File: src/source/acc_pkg.sv
package acc_pkg;

  // memory channels seen by the accelerator.
  localparam int n_ch = 2;
  localparam int word_w = 64;         // one memory word.
  localparam int sample_w = 16;       // one stream sample.
  localparam int lanes_per_word = word_w / sample_w;

  // counter wide enough for 0 .. lanes_per_word.
  localparam int lane_cnt_w = $clog2(lanes_per_word + 1);

  // configuration reader.
  typedef enum logic [1:0] {
    cs_idle,
    cs_req_word,
    cs_wait_word,
    cs_done
  } conf_state_t;

  // execution sequencer.
  typedef enum logic [1:0] {
    es_idle,
    es_run,
    es_drain,
    es_done
  } exec_state_t;

endpackage

File: src/source/cgra_pkg.sv
package cgra_pkg;

  // array geometry.
  localparam int pe_per_lane = 2;
  localparam int n_pe = 4;
  localparam int n_lanes = n_pe / pe_per_lane;

  // per-PE field of configuration word 0.
  localparam int pe_conf_w = 16;
  localparam int pe_const_w = 14;     // unsigned, zero extended.
  localparam int pe_op_w = 2;
  localparam int pe_op_lsb = pe_const_w;

  // mask fields of configuration word 1.
  localparam int rd_mask_lsb = 0;
  localparam int wr_mask_lsb = 2;

  // all results wrap modulo 2^16.
  typedef enum logic [pe_op_w-1:0] {
    op_pass,
    op_add,
    op_sub,
    op_mul
  } pe_op_t;

endpackage

File: src/source/cgra_acc.sv
module cgra_acc (
  input  logic                                     clk,
  input  logic                                     arst_n,
  input  logic                                     start,
  input  logic [acc_pkg::n_ch-1:0]                 available_read,
  input  logic [acc_pkg::n_ch-1:0]                 read_data_valid,
  input  logic [acc_pkg::n_ch-1:0]                 available_write,
  input  logic [acc_pkg::n_ch-1:0]                 done_rd_data,
  input  logic [acc_pkg::n_ch-1:0]                 done_wr_data,
  input  logic [acc_pkg::n_ch*acc_pkg::word_w-1:0] read_data,
  output logic [acc_pkg::n_ch-1:0]                 request_read,
  output logic [acc_pkg::n_ch-1:0]                 request_write,
  output logic [acc_pkg::n_ch*acc_pkg::word_w-1:0] write_data,
  output logic                                     done
);
  import acc_pkg::*;
  import cgra_pkg::*;

  logic                         conf_req;
  logic                         conf_done;
  logic [n_pe*pe_conf_w-1:0]    pe_conf;
  logic [n_ch-1:0]              read_mask;
  logic [n_ch-1:0]              write_mask;
  logic [n_ch-1:0]              en_fetch;
  logic                         en_array;
  logic [n_ch-1:0]              fetch_req;
  logic [n_ch-1:0]              fetch_valid;
  logic [n_ch-1:0]              fetch_ready;
  logic [n_ch*sample_w-1:0]     fetch_data_w;
  logic [n_ch-1:0]              fetch_empty;
  logic [n_ch-1:0]              arr_valid;
  logic [n_ch-1:0]              arr_ready;
  logic [n_ch*sample_w-1:0]     arr_data;
  logic                         array_empty;
  logic [n_ch-1:0]              dispatch_empty;

  // config reads share channel 0, fetch stays off until they end.
  assign request_read = fetch_req | {{(n_ch-1){1'b0}}, conf_req};

  control_conf control_conf (
    .clk(clk), .arst_n(arst_n), .start(start),
    .available_read(available_read[0]), .rd_data_valid(read_data_valid[0]),
    .rd_data(read_data[word_w-1:0]), .req_rd_data(conf_req), .pe_conf(pe_conf),
    .read_mask(read_mask), .write_mask(write_mask), .conf_done(conf_done)
  );

  control_exec control_exec (
    .clk(clk), .arst_n(arst_n), .start(start), .conf_done(conf_done),
    .read_mask(read_mask), .write_mask(write_mask),
    .done_rd(done_rd_data), .done_wr(done_wr_data),
    .fetch_empty(fetch_empty), .dispatch_empty(dispatch_empty),
    .array_empty(array_empty), .en_fetch(en_fetch), .en_array(en_array), .done(done)
  );

  cgra_array cgra (
    .clk(clk), .arst_n(arst_n), .en(en_array), .pe_conf(pe_conf),
    .in_valid(fetch_valid), .in_ready(fetch_ready), .in_data(fetch_data_w),
    .out_valid(arr_valid), .out_ready(arr_ready), .out_data(arr_data),
    .empty(array_empty)
  );

  for (genvar c = 0; c < n_ch; c++) begin : g_ch
    fetch_data fetch (
      .clk(clk), .arst_n(arst_n), .en(en_fetch[c]),
      .available_read(available_read[c]), .data_valid(read_data_valid[c]),
      .read_data(read_data[c*word_w +: word_w]), .request_read(fetch_req[c]),
      .out_valid(fetch_valid[c]), .out_ready(fetch_ready[c]),
      .out_data(fetch_data_w[c*sample_w +: sample_w]), .empty(fetch_empty[c])
    );

    dispatch_data dispatch (
      .clk(clk), .arst_n(arst_n), .in_valid(arr_valid[c]), .in_ready(arr_ready[c]),
      .in_data(arr_data[c*sample_w +: sample_w]),
      .available_write(available_write[c]), .request_write(request_write[c]),
      .write_data(write_data[c*word_w +: word_w]), .empty(dispatch_empty[c])
    );
  end

endmodule

File: src/source/cgra_array.sv
module cgra_array (
  input  logic                                          clk,
  input  logic                                          arst_n,
  input  logic                                          en,
  input  logic [cgra_pkg::n_pe*cgra_pkg::pe_conf_w-1:0] pe_conf,
  input  logic [acc_pkg::n_ch-1:0]                      in_valid,
  output logic [acc_pkg::n_ch-1:0]                      in_ready,
  input  logic [acc_pkg::n_ch*acc_pkg::sample_w-1:0]    in_data,
  output logic [acc_pkg::n_ch-1:0]                      out_valid,
  input  logic [acc_pkg::n_ch-1:0]                      out_ready,
  output logic [acc_pkg::n_ch*acc_pkg::sample_w-1:0]    out_data,
  output logic                                          empty
);
  import acc_pkg::*;
  import cgra_pkg::*;

  logic [n_lanes*pe_per_lane-1:0] busy;

  function automatic logic [sample_w-1:0] pe_calc(pe_op_t op, logic [pe_const_w-1:0] cst,
                                                  logic [sample_w-1:0] x);
    logic [sample_w-1:0] c;
    c = sample_w'(cst);
    case (op)
      op_add:  return x + c;
      op_sub:  return x - c;
      op_mul:  return x * c;
      default: return x;
    endcase
  endfunction

  for (genvar l = 0; l < n_lanes; l++) begin : g_lane
    logic [pe_per_lane:0] v_c;         // v_c[s] feeds stage s.
    logic [pe_per_lane:0] r_c;         // r_c[s] is stage s able to load.
    logic [sample_w-1:0]  d_c [pe_per_lane+1];

    assign v_c[0] = in_valid[l] & en;
    assign d_c[0] = in_data[l*sample_w +: sample_w];
    assign r_c[pe_per_lane] = out_ready[l];

    for (genvar s = 0; s < pe_per_lane; s++) begin : g_stage
      localparam int k = l*pe_per_lane + s;
      pe_op_t              op;
      logic [pe_const_w-1:0] cst;
      logic                vld_q;
      logic [sample_w-1:0] dat_q;

      assign op = pe_op_t'(pe_conf[k*pe_conf_w + pe_op_lsb +: pe_op_w]);
      assign cst = pe_conf[k*pe_conf_w +: pe_const_w];
      assign r_c[s] = ~vld_q | r_c[s+1];   // free, or emptying this cycle.
      assign v_c[s+1] = vld_q;
      assign d_c[s+1] = dat_q;
      assign busy[k] = vld_q;

      always_ff @(posedge clk or negedge arst_n) begin
        if (!arst_n) begin
          vld_q <= 1'b0;
        end else if (r_c[s]) begin
          vld_q <= v_c[s];
        end
      end

      always_ff @(posedge clk) begin
        if (r_c[s] && v_c[s]) begin
          dat_q <= pe_calc(op, cst, d_c[s]);
        end
      end
    end

    assign in_ready[l] = en & r_c[0];
    assign out_valid[l] = v_c[pe_per_lane];
    assign out_data[l*sample_w +: sample_w] = d_c[pe_per_lane];
  end

  assign empty = ~|busy;

endmodule

File: src/source/control_conf.sv
module control_conf (
  input  logic                                         clk,
  input  logic                                         arst_n,
  input  logic                                         start,
  input  logic                                         available_read,
  input  logic                                         rd_data_valid,
  input  logic [acc_pkg::word_w-1:0]                   rd_data,
  output logic                                         req_rd_data,
  output logic [cgra_pkg::n_pe*cgra_pkg::pe_conf_w-1:0] pe_conf,
  output logic [acc_pkg::n_ch-1:0]                     read_mask,
  output logic [acc_pkg::n_ch-1:0]                     write_mask,
  output logic                                         conf_done
);
  import acc_pkg::*;
  import cgra_pkg::*;

  conf_state_t       state_q;
  logic              second_q;   // working on the mask word.
  logic              got_q;      // reply seen last cycle.
  logic [word_w-1:0] data_q;

  assign req_rd_data = (state_q == cs_req_word) & available_read;
  assign conf_done = (state_q == cs_done);

  always_ff @(posedge clk) begin
    data_q <= rd_data;
  end

  always_ff @(posedge clk or negedge arst_n) begin
    if (!arst_n) begin
      state_q <= cs_idle;
      second_q <= 1'b0;
      got_q <= 1'b0;
      pe_conf <= '0;
      read_mask <= '0;
      write_mask <= '0;
    end else begin
      got_q <= rd_data_valid & (state_q == cs_wait_word);
      case (state_q)
        cs_idle: begin
          if (start) begin
            state_q <= cs_req_word;
            second_q <= 1'b0;
          end
        end
        cs_req_word: begin
          if (available_read) begin
            state_q <= cs_wait_word;
          end
        end
        cs_wait_word: begin
          if (got_q) begin
            if (second_q) begin
              read_mask <= data_q[rd_mask_lsb +: n_ch];
              write_mask <= data_q[wr_mask_lsb +: n_ch];
              state_q <= cs_done;
            end else begin
              pe_conf <= data_q[n_pe*pe_conf_w-1:0];
              second_q <= 1'b1;
              state_q <= cs_req_word;
            end
          end
        end
        default: state_q <= cs_idle;   // cs_done lasts one cycle.
      endcase
    end
  end

endmodule

File: src/source/control_exec.sv
module control_exec (
  input  logic                     clk,
  input  logic                     arst_n,
  input  logic                     start,
  input  logic                     conf_done,
  input  logic [acc_pkg::n_ch-1:0] read_mask,
  input  logic [acc_pkg::n_ch-1:0] write_mask,
  input  logic [acc_pkg::n_ch-1:0] done_rd,
  input  logic [acc_pkg::n_ch-1:0] done_wr,
  input  logic [acc_pkg::n_ch-1:0] fetch_empty,
  input  logic [acc_pkg::n_ch-1:0] dispatch_empty,
  input  logic                     array_empty,
  output logic [acc_pkg::n_ch-1:0] en_fetch,
  output logic                     en_array,
  output logic                     done
);
  import acc_pkg::*;

  exec_state_t state_q;
  logic        rd_all;
  logic        wr_all;
  logic        drained;

  // disabled channels count as finished.
  assign rd_all = &(done_rd | ~read_mask);
  assign wr_all = &(done_wr | ~write_mask);
  assign drained = (&fetch_empty) & (&dispatch_empty) & array_empty;

  assign en_array = (state_q == es_run) | (state_q == es_drain);
  assign en_fetch = en_array ? read_mask : '0;
  assign done = (state_q == es_done);

  always_ff @(posedge clk or negedge arst_n) begin
    if (!arst_n) begin
      state_q <= es_idle;
    end else if (start) begin
      state_q <= es_idle;            // new run, clears done.
    end else begin
      case (state_q)
        es_idle: begin
          if (conf_done) begin
            state_q <= es_run;
          end
        end
        es_run: begin
          if (rd_all) begin
            state_q <= es_drain;
          end
        end
        es_drain: begin
          if (wr_all && drained) begin
            state_q <= es_done;
          end
        end
        default: state_q <= es_done;
      endcase
    end
  end

endmodule

File: src/source/dispatch_data.sv
module dispatch_data (
  input  logic                         clk,
  input  logic                         arst_n,
  input  logic                         in_valid,
  output logic                         in_ready,
  input  logic [acc_pkg::sample_w-1:0] in_data,
  input  logic                         available_write,
  output logic                         request_write,
  output logic [acc_pkg::word_w-1:0]   write_data,
  output logic                         empty
);
  import acc_pkg::*;

  logic [word_w-1:0]     word_q;
  logic [lane_cnt_w-1:0] fill_q;    // lanes collected so far.
  logic                  full;
  logic                  push;

  assign full = (fill_q == lane_cnt_w'(lanes_per_word));
  assign push = in_valid & in_ready;

  // hold the full word until the host can take it.
  assign in_ready = ~full;
  assign request_write = full & available_write;
  assign write_data = word_q;
  assign empty = (fill_q == '0);

  always_ff @(posedge clk or negedge arst_n) begin
    if (!arst_n) begin
      fill_q <= '0;
    end else if (request_write) begin
      fill_q <= '0;                  // word handed over.
    end else if (push) begin
      fill_q <= fill_q + 1'b1;
    end
  end

  // shifting in from the top leaves the first sample in the lowest lane.
  always_ff @(posedge clk) begin
    if (push) begin
      word_q <= {in_data, word_q[word_w-1:sample_w]};
    end
  end

endmodule

File: src/source/fetch_data.sv
module fetch_data (
  input  logic                         clk,
  input  logic                         arst_n,
  input  logic                         en,
  input  logic                         available_read,
  input  logic                         data_valid,
  input  logic [acc_pkg::word_w-1:0]   read_data,
  output logic                         request_read,
  output logic                         out_valid,
  input  logic                         out_ready,
  output logic [acc_pkg::sample_w-1:0] out_data,
  output logic                         empty
);
  import acc_pkg::*;

  logic [word_w-1:0]     buf_q;
  logic [lane_cnt_w-1:0] left_q;    // lanes still to pop.
  logic                  pend_q;    // one read outstanding.
  logic                  take;
  logic                  pop;

  // channel 0 also answers the config reader, so only our own reply counts.
  assign take = pend_q & data_valid;
  assign pop = out_valid & out_ready;

  assign request_read = en & available_read & ~pend_q & (left_q == '0);
  assign out_valid = (left_q != '0);
  assign out_data = buf_q[sample_w-1:0];   // lowest lane goes first.
  assign empty = ~pend_q & (left_q == '0);

  always_ff @(posedge clk or negedge arst_n) begin
    if (!arst_n) begin
      pend_q <= 1'b0;
      left_q <= '0;
    end else begin
      if (request_read) begin
        pend_q <= 1'b1;
      end else if (take) begin
        pend_q <= 1'b0;
      end
      if (take) begin
        left_q <= lane_cnt_w'(lanes_per_word);
      end else if (pop) begin
        left_q <= left_q - 1'b1;
      end
    end
  end

  always_ff @(posedge clk) begin
    if (take) begin
      buf_q <= read_data;
    end else if (pop) begin
      buf_q <= buf_q >> sample_w;
    end
  end

endmodule

File: config.mk
export PLATFORM = sky130hd
export DESIGN_NAME = cgra_acc
export DESIGN_NICKNAME = d
export VERILOG_FILES = /design/src/source/acc_pkg.sv /design/src/source/cgra_pkg.sv /design/src/source/cgra_acc.sv /design/src/source/cgra_array.sv /design/src/source/control_conf.sv /design/src/source/control_exec.sv /design/src/source/dispatch_data.sv /design/src/source/fetch_data.sv
export SDC_FILE = /design/constraint.sdc
export NUM_CORES = 2
export LEC_CHECK = 0
export ABC_CLOCK_PERIOD_IN_PS = 6400
export BUFFER_PORTS_ARGS = -buffer_cell sky130_fd_sc_hd__buf_2
export CELL_PAD_IN_SITES_DETAIL_PLACEMENT = 1
export CELL_PAD_IN_SITES_GLOBAL_PLACEMENT = 1
export CORE_ASPECT_RATIO = 0.8
export CORE_UTILIZATION = 45
export CTS_BUF_LIST = sky130_fd_sc_hd__clkbuf_16
export DETAILED_ROUTE_END_ITERATION = 8
export PLACE_DENSITY_LB_ADDON = 0.1
export REMOVE_ABC_BUFFERS = 1
export SLEW_MARGIN = 0
export SYNTH_ARGS = -nofsm -noshare
export SYNTH_HDL_FRONTEND = slang
export SYNTH_SLANG_ARGS = --single-unit
File: constraint.sdc
create_clock -name clk -period 6.4 [get_ports clk]
set_input_delay 1.28 -clock clk [delete_from_list [all_inputs] [get_ports clk]]
set_output_delay 1.28 -clock clk [all_outputs]
set_load 0.01 [all_outputs]
==> run_results.csv <==
group,metric,value,unit
sta,relSlewSlack,23.2,%
yosys,synth.area.mux_share,4.54,%
worst_setup_path,cp-endpoint,"cgra.g_lane[0].g_stage[1].dat_q[15]",
cts,cts_setup_buffers,0,
finish,nets,4456,
yosys,synth_cell_type_count,72,
placed_design,place_inst,4764,
cts,ctsRootBufferMaster,"clkbuf_16",
yosys,syn_inst,3495,
sta,maxSlewViolCount,0,
worst_setup_path,rr_startpoint,"cgra.g_lane[0].g_stage[0].dat_q[7]",
finish,seq_area,13200,um^2
routing,drt_first_pass_iters,5,
sta,clock_skew,24.4,ps
cts,ctsLongestPathBuffers,3,
worst_setup_path,crit_cells,21,
worst_setup_path,r2r-end,"cgra.g_lane[0].g_stage[1].dat_q[15]",
worst_setup_path,slowest_delay,560,ps
routing,num_vias,26100,
finish,mostFrequentLayoutCell,"inv_1",
sta,worstMarginPinSlew,1150,ps
yosys,synth-edff-count,320,
cts,cts_tree,"done",
yosys,synth-compound-area-share,7.35,%
yosys,synth_fa_ha_area_share,26.8,%
yosys,yosys.area.top_type_share,26.3,%
yosys,synth_area,36600,um^2
yosys,yosysWarnings,0,
grt,overflow,0,
sta,rsz0062_at_grt,"no",
routing,post_drt_wl_per_cell,22.5,um
run,cap_violations,0,
finish,multi_input_area,20800,um^2
finish,final_cell_mix,"inv_1 (555), nand2_1 (372), fa_1 (324), edfxtp_1 (320), buf_2 (272)",
yosys,synth_top_cell_by_area,"edfxtp_1",
sta,min_period,5970,ps
finish,drive_above_1_share,15.4,%
worst_setup_path,criticalPathCategory,"flip-flop to flip-flop",
finish,syn_to_final_growth,11.8,%
sta,hold_ws,417,ps
yosys,synth_xor_area_share,5.89,%
worst_setup_path,ff2ff_path_depth,21,
worst_setup_path,path_cells,"and2_1, fa_1, inv_1, fa_1, inv_1, fa_1, inv_1, fa_1, inv_1, fa_1, inv_1, fa_1, inv_1, ha_1, a31oi_1, o21ai_0, o41ai_2, o21ai_0, xnor2_1, a22oi_1, o21ai_1",
worst_setup_path,worst-path-buf-inv,6,
placed_design,routabilityCongestion,0.885,
floorplan,chipWidth,321,um
routing,drc_errors,0,
routing,ant_nets,0,
cts,cts.sinks,476,
worst_hold_path,hp-class,"flip-flop to flip-flop",
yosys,synth_seq_area_share,36.0,%
cts,clk_pin_slew_worst_paths,50,ps
worst_setup_path,crit_path_end_kind,"flip-flop",
grt,grt_max_degree,69,
floorplan,initial_core_util,45.5,%
grt,grt_pass1_wl,169000,um
worst_setup_path,critPathLaunchType,"flip-flop",
floorplan,rows,93,
floorplan,die_h,257,um
yosys,synth-simple-area-share,12.2,%
sta,tns,0,ps
placed_design,portBuffers,273,
yosys,dominantRegCellSynth,"edfxtp_1",
sta,period_share,93.4,%
finish,filler_cell_count,8901,
cts,cts.htree.levels,2,
grt,grt_pass1_vias,28500,
worst_setup_path,r2r_slack,430,ps
routing,drt-initial-drc-count,1709,
yosys,synthArstFlopShare,19.3,%
worst_setup_path,crit_family,"adder cells",
sta,clock.fmax,167,MHz
worst_hold_path,whs_path_depth,0,
yosys,avgSynthCellArea,10.5,um^2
grt,antenna_found_initial,12,
floorplan,dieArea,82500,um^2
worst_setup_path,slowest_stage,"edfxtp_1",
run_status,status,"finished clean",
floorplan,coreArea,80500,um^2
placed_design,dp_hpwl,85700,um
yosys,synth_area_leaders,"edfxtp_1 (26%), fa_1 (18%), ha_1 (9.1%)",
yosys,synth_top_family_by_area,"adder cells",
sta,setup_viol_count_final,0,
cts,cts_buffers,52,
sta,hold_violations,0,
routing,totalWireLength,110000,um
worst_setup_path,worstSetupStartpoint,"cgra.g_lane[0].g_stage[0].dat_q[7]",
worst_setup_path,crit_fanout,11,
grt,grt.total_usage,26.9,%
finish,instances_no_fill,4864,
worst_setup_path,worst_ep_required_time,6760,ps
worst_setup_path,arrival,6340,ps
routing,vias_per_cell,5.37,
floorplan,io_pins,274,
cts,clk_latency,640,ps
yosys,ys_ff_latch,476,
flip-flops by register name, indices dropped and copies added (netlist names):
register / flops
g_ch.fetch.buf_q: 128
control_conf.write_mask: 2
control_exec.state_q: 2
control_conf.state_q: 2
g_ch.fetch.left_q: 6
control_conf.data_q: 64
control_conf.read_mask: 2
cgra.g_lane.g_stage.vld_q: 4
g_ch.dispatch.write_data: 128
g_ch.dispatch.fill_q: 6
control_conf.pe_conf: 64
cgra.g_lane.g_stage.dat_q: 64
control_conf.got_q: 1
control_conf.second_q: 1
g_ch.fetch.pend_q: 2
logic make-up (layout without fill, tap and decap cells):
| logic type | after synthesis | after routing |
|---|---|---|
| XOR/XNOR | 246 | 246 |
| AND/OR/NAND/NOR | 930 | 930 |
| flip-flops | 476 | 476 |
| adder cells (fa/ha/maj) | 589 | 589 |
| multiplexers | 148 | 148 |
| other | 0 | 3 |
| AO/OA/AOI/OAI | 412 | 412 |
| buffers and inverters | 694 | 968 |
per-layer routing:
layer	routed length (um)	vias up	global-route usage (%)
met1	49700	13300	37.9
met5	92	-	0
met2	48400	780	41.6
met3	7980	165	5.62
met4	3340	14	8.31
li1	-	11900	-
Yosys cell counts, types with 51 or more instances:
cell type and n:
inv_1 546, nand2_1 374, dfxtp_1 64, mux2_2 144, ha_1 265, fa_1 324, nor3_1 51, dfrtp_1 92
nor2_1 138, xnor2_1 201, clkbuf_1 138, a21oi_1 138, o21ai_0 87, edfxtp_1 320, and2_1 225
per-stage QoR:
step | utilization (%) | worst slack, ps | cell area, um^2
detailed placement | 48.7 | 336 | 39200
global placement | 48.7 | 455 | 39200
finish | 50.8 | 425 | 40900
floorplan | - | 172 | 36000
global route | 50.8 | 28.9 | 40900
CTS | 50.8 | 318 | 40900
how the worst min path moves through the flow:
stage	startpoint	endpoint	slack, ps
3_5_place_dp	cgra.g_lane[0].g_stage[1].dat_q[12]	g_ch[0].dispatch.write_data[60]	410
6_report	cgra.g_lane[0].g_stage[1].dat_q[12]	g_ch[0].dispatch.write_data[60]	420
3_3_place_gp	cgra.g_lane[0].g_stage[1].dat_q[9]	g_ch[0].dispatch.write_data[57]	400
2_1_floorplan	cgra.g_lane[0].g_stage[1].dat_q[0]	g_ch[0].dispatch.write_data[48]	400
4_1_cts	cgra.g_lane[0].g_stage[1].dat_q[12]	g_ch[0].dispatch.write_data[60]	420
5_1_grt	cgra.g_lane[0].g_stage[1].dat_q[10]	g_ch[0].dispatch.write_data[58]	420
timing repair:
action | 4_1_cts | 5_1_grt
setup endpoints to repair | 0 | 2
hold buffers | 0 | 0
gates resized for setup | 0 | 2
final cells by class:
cell class / instances / area share (%)
Sequential cell: 476 / 32.2
Antenna cell: 3 / 0.0183
Tap cell: 1092 / 3.34
Multi-Input combinational cell: 2325 / 50.9
Clock inverter: 45 / 1.00
Inverter: 546 / 5.01
Timing Repair Buffer: 325 / 4.30
Clock buffer: 52 / 3.18
Power is left out: the tool's default activity adds up to more than one toggle a clock period on the data nets, which glitch-free logic cannot reach.
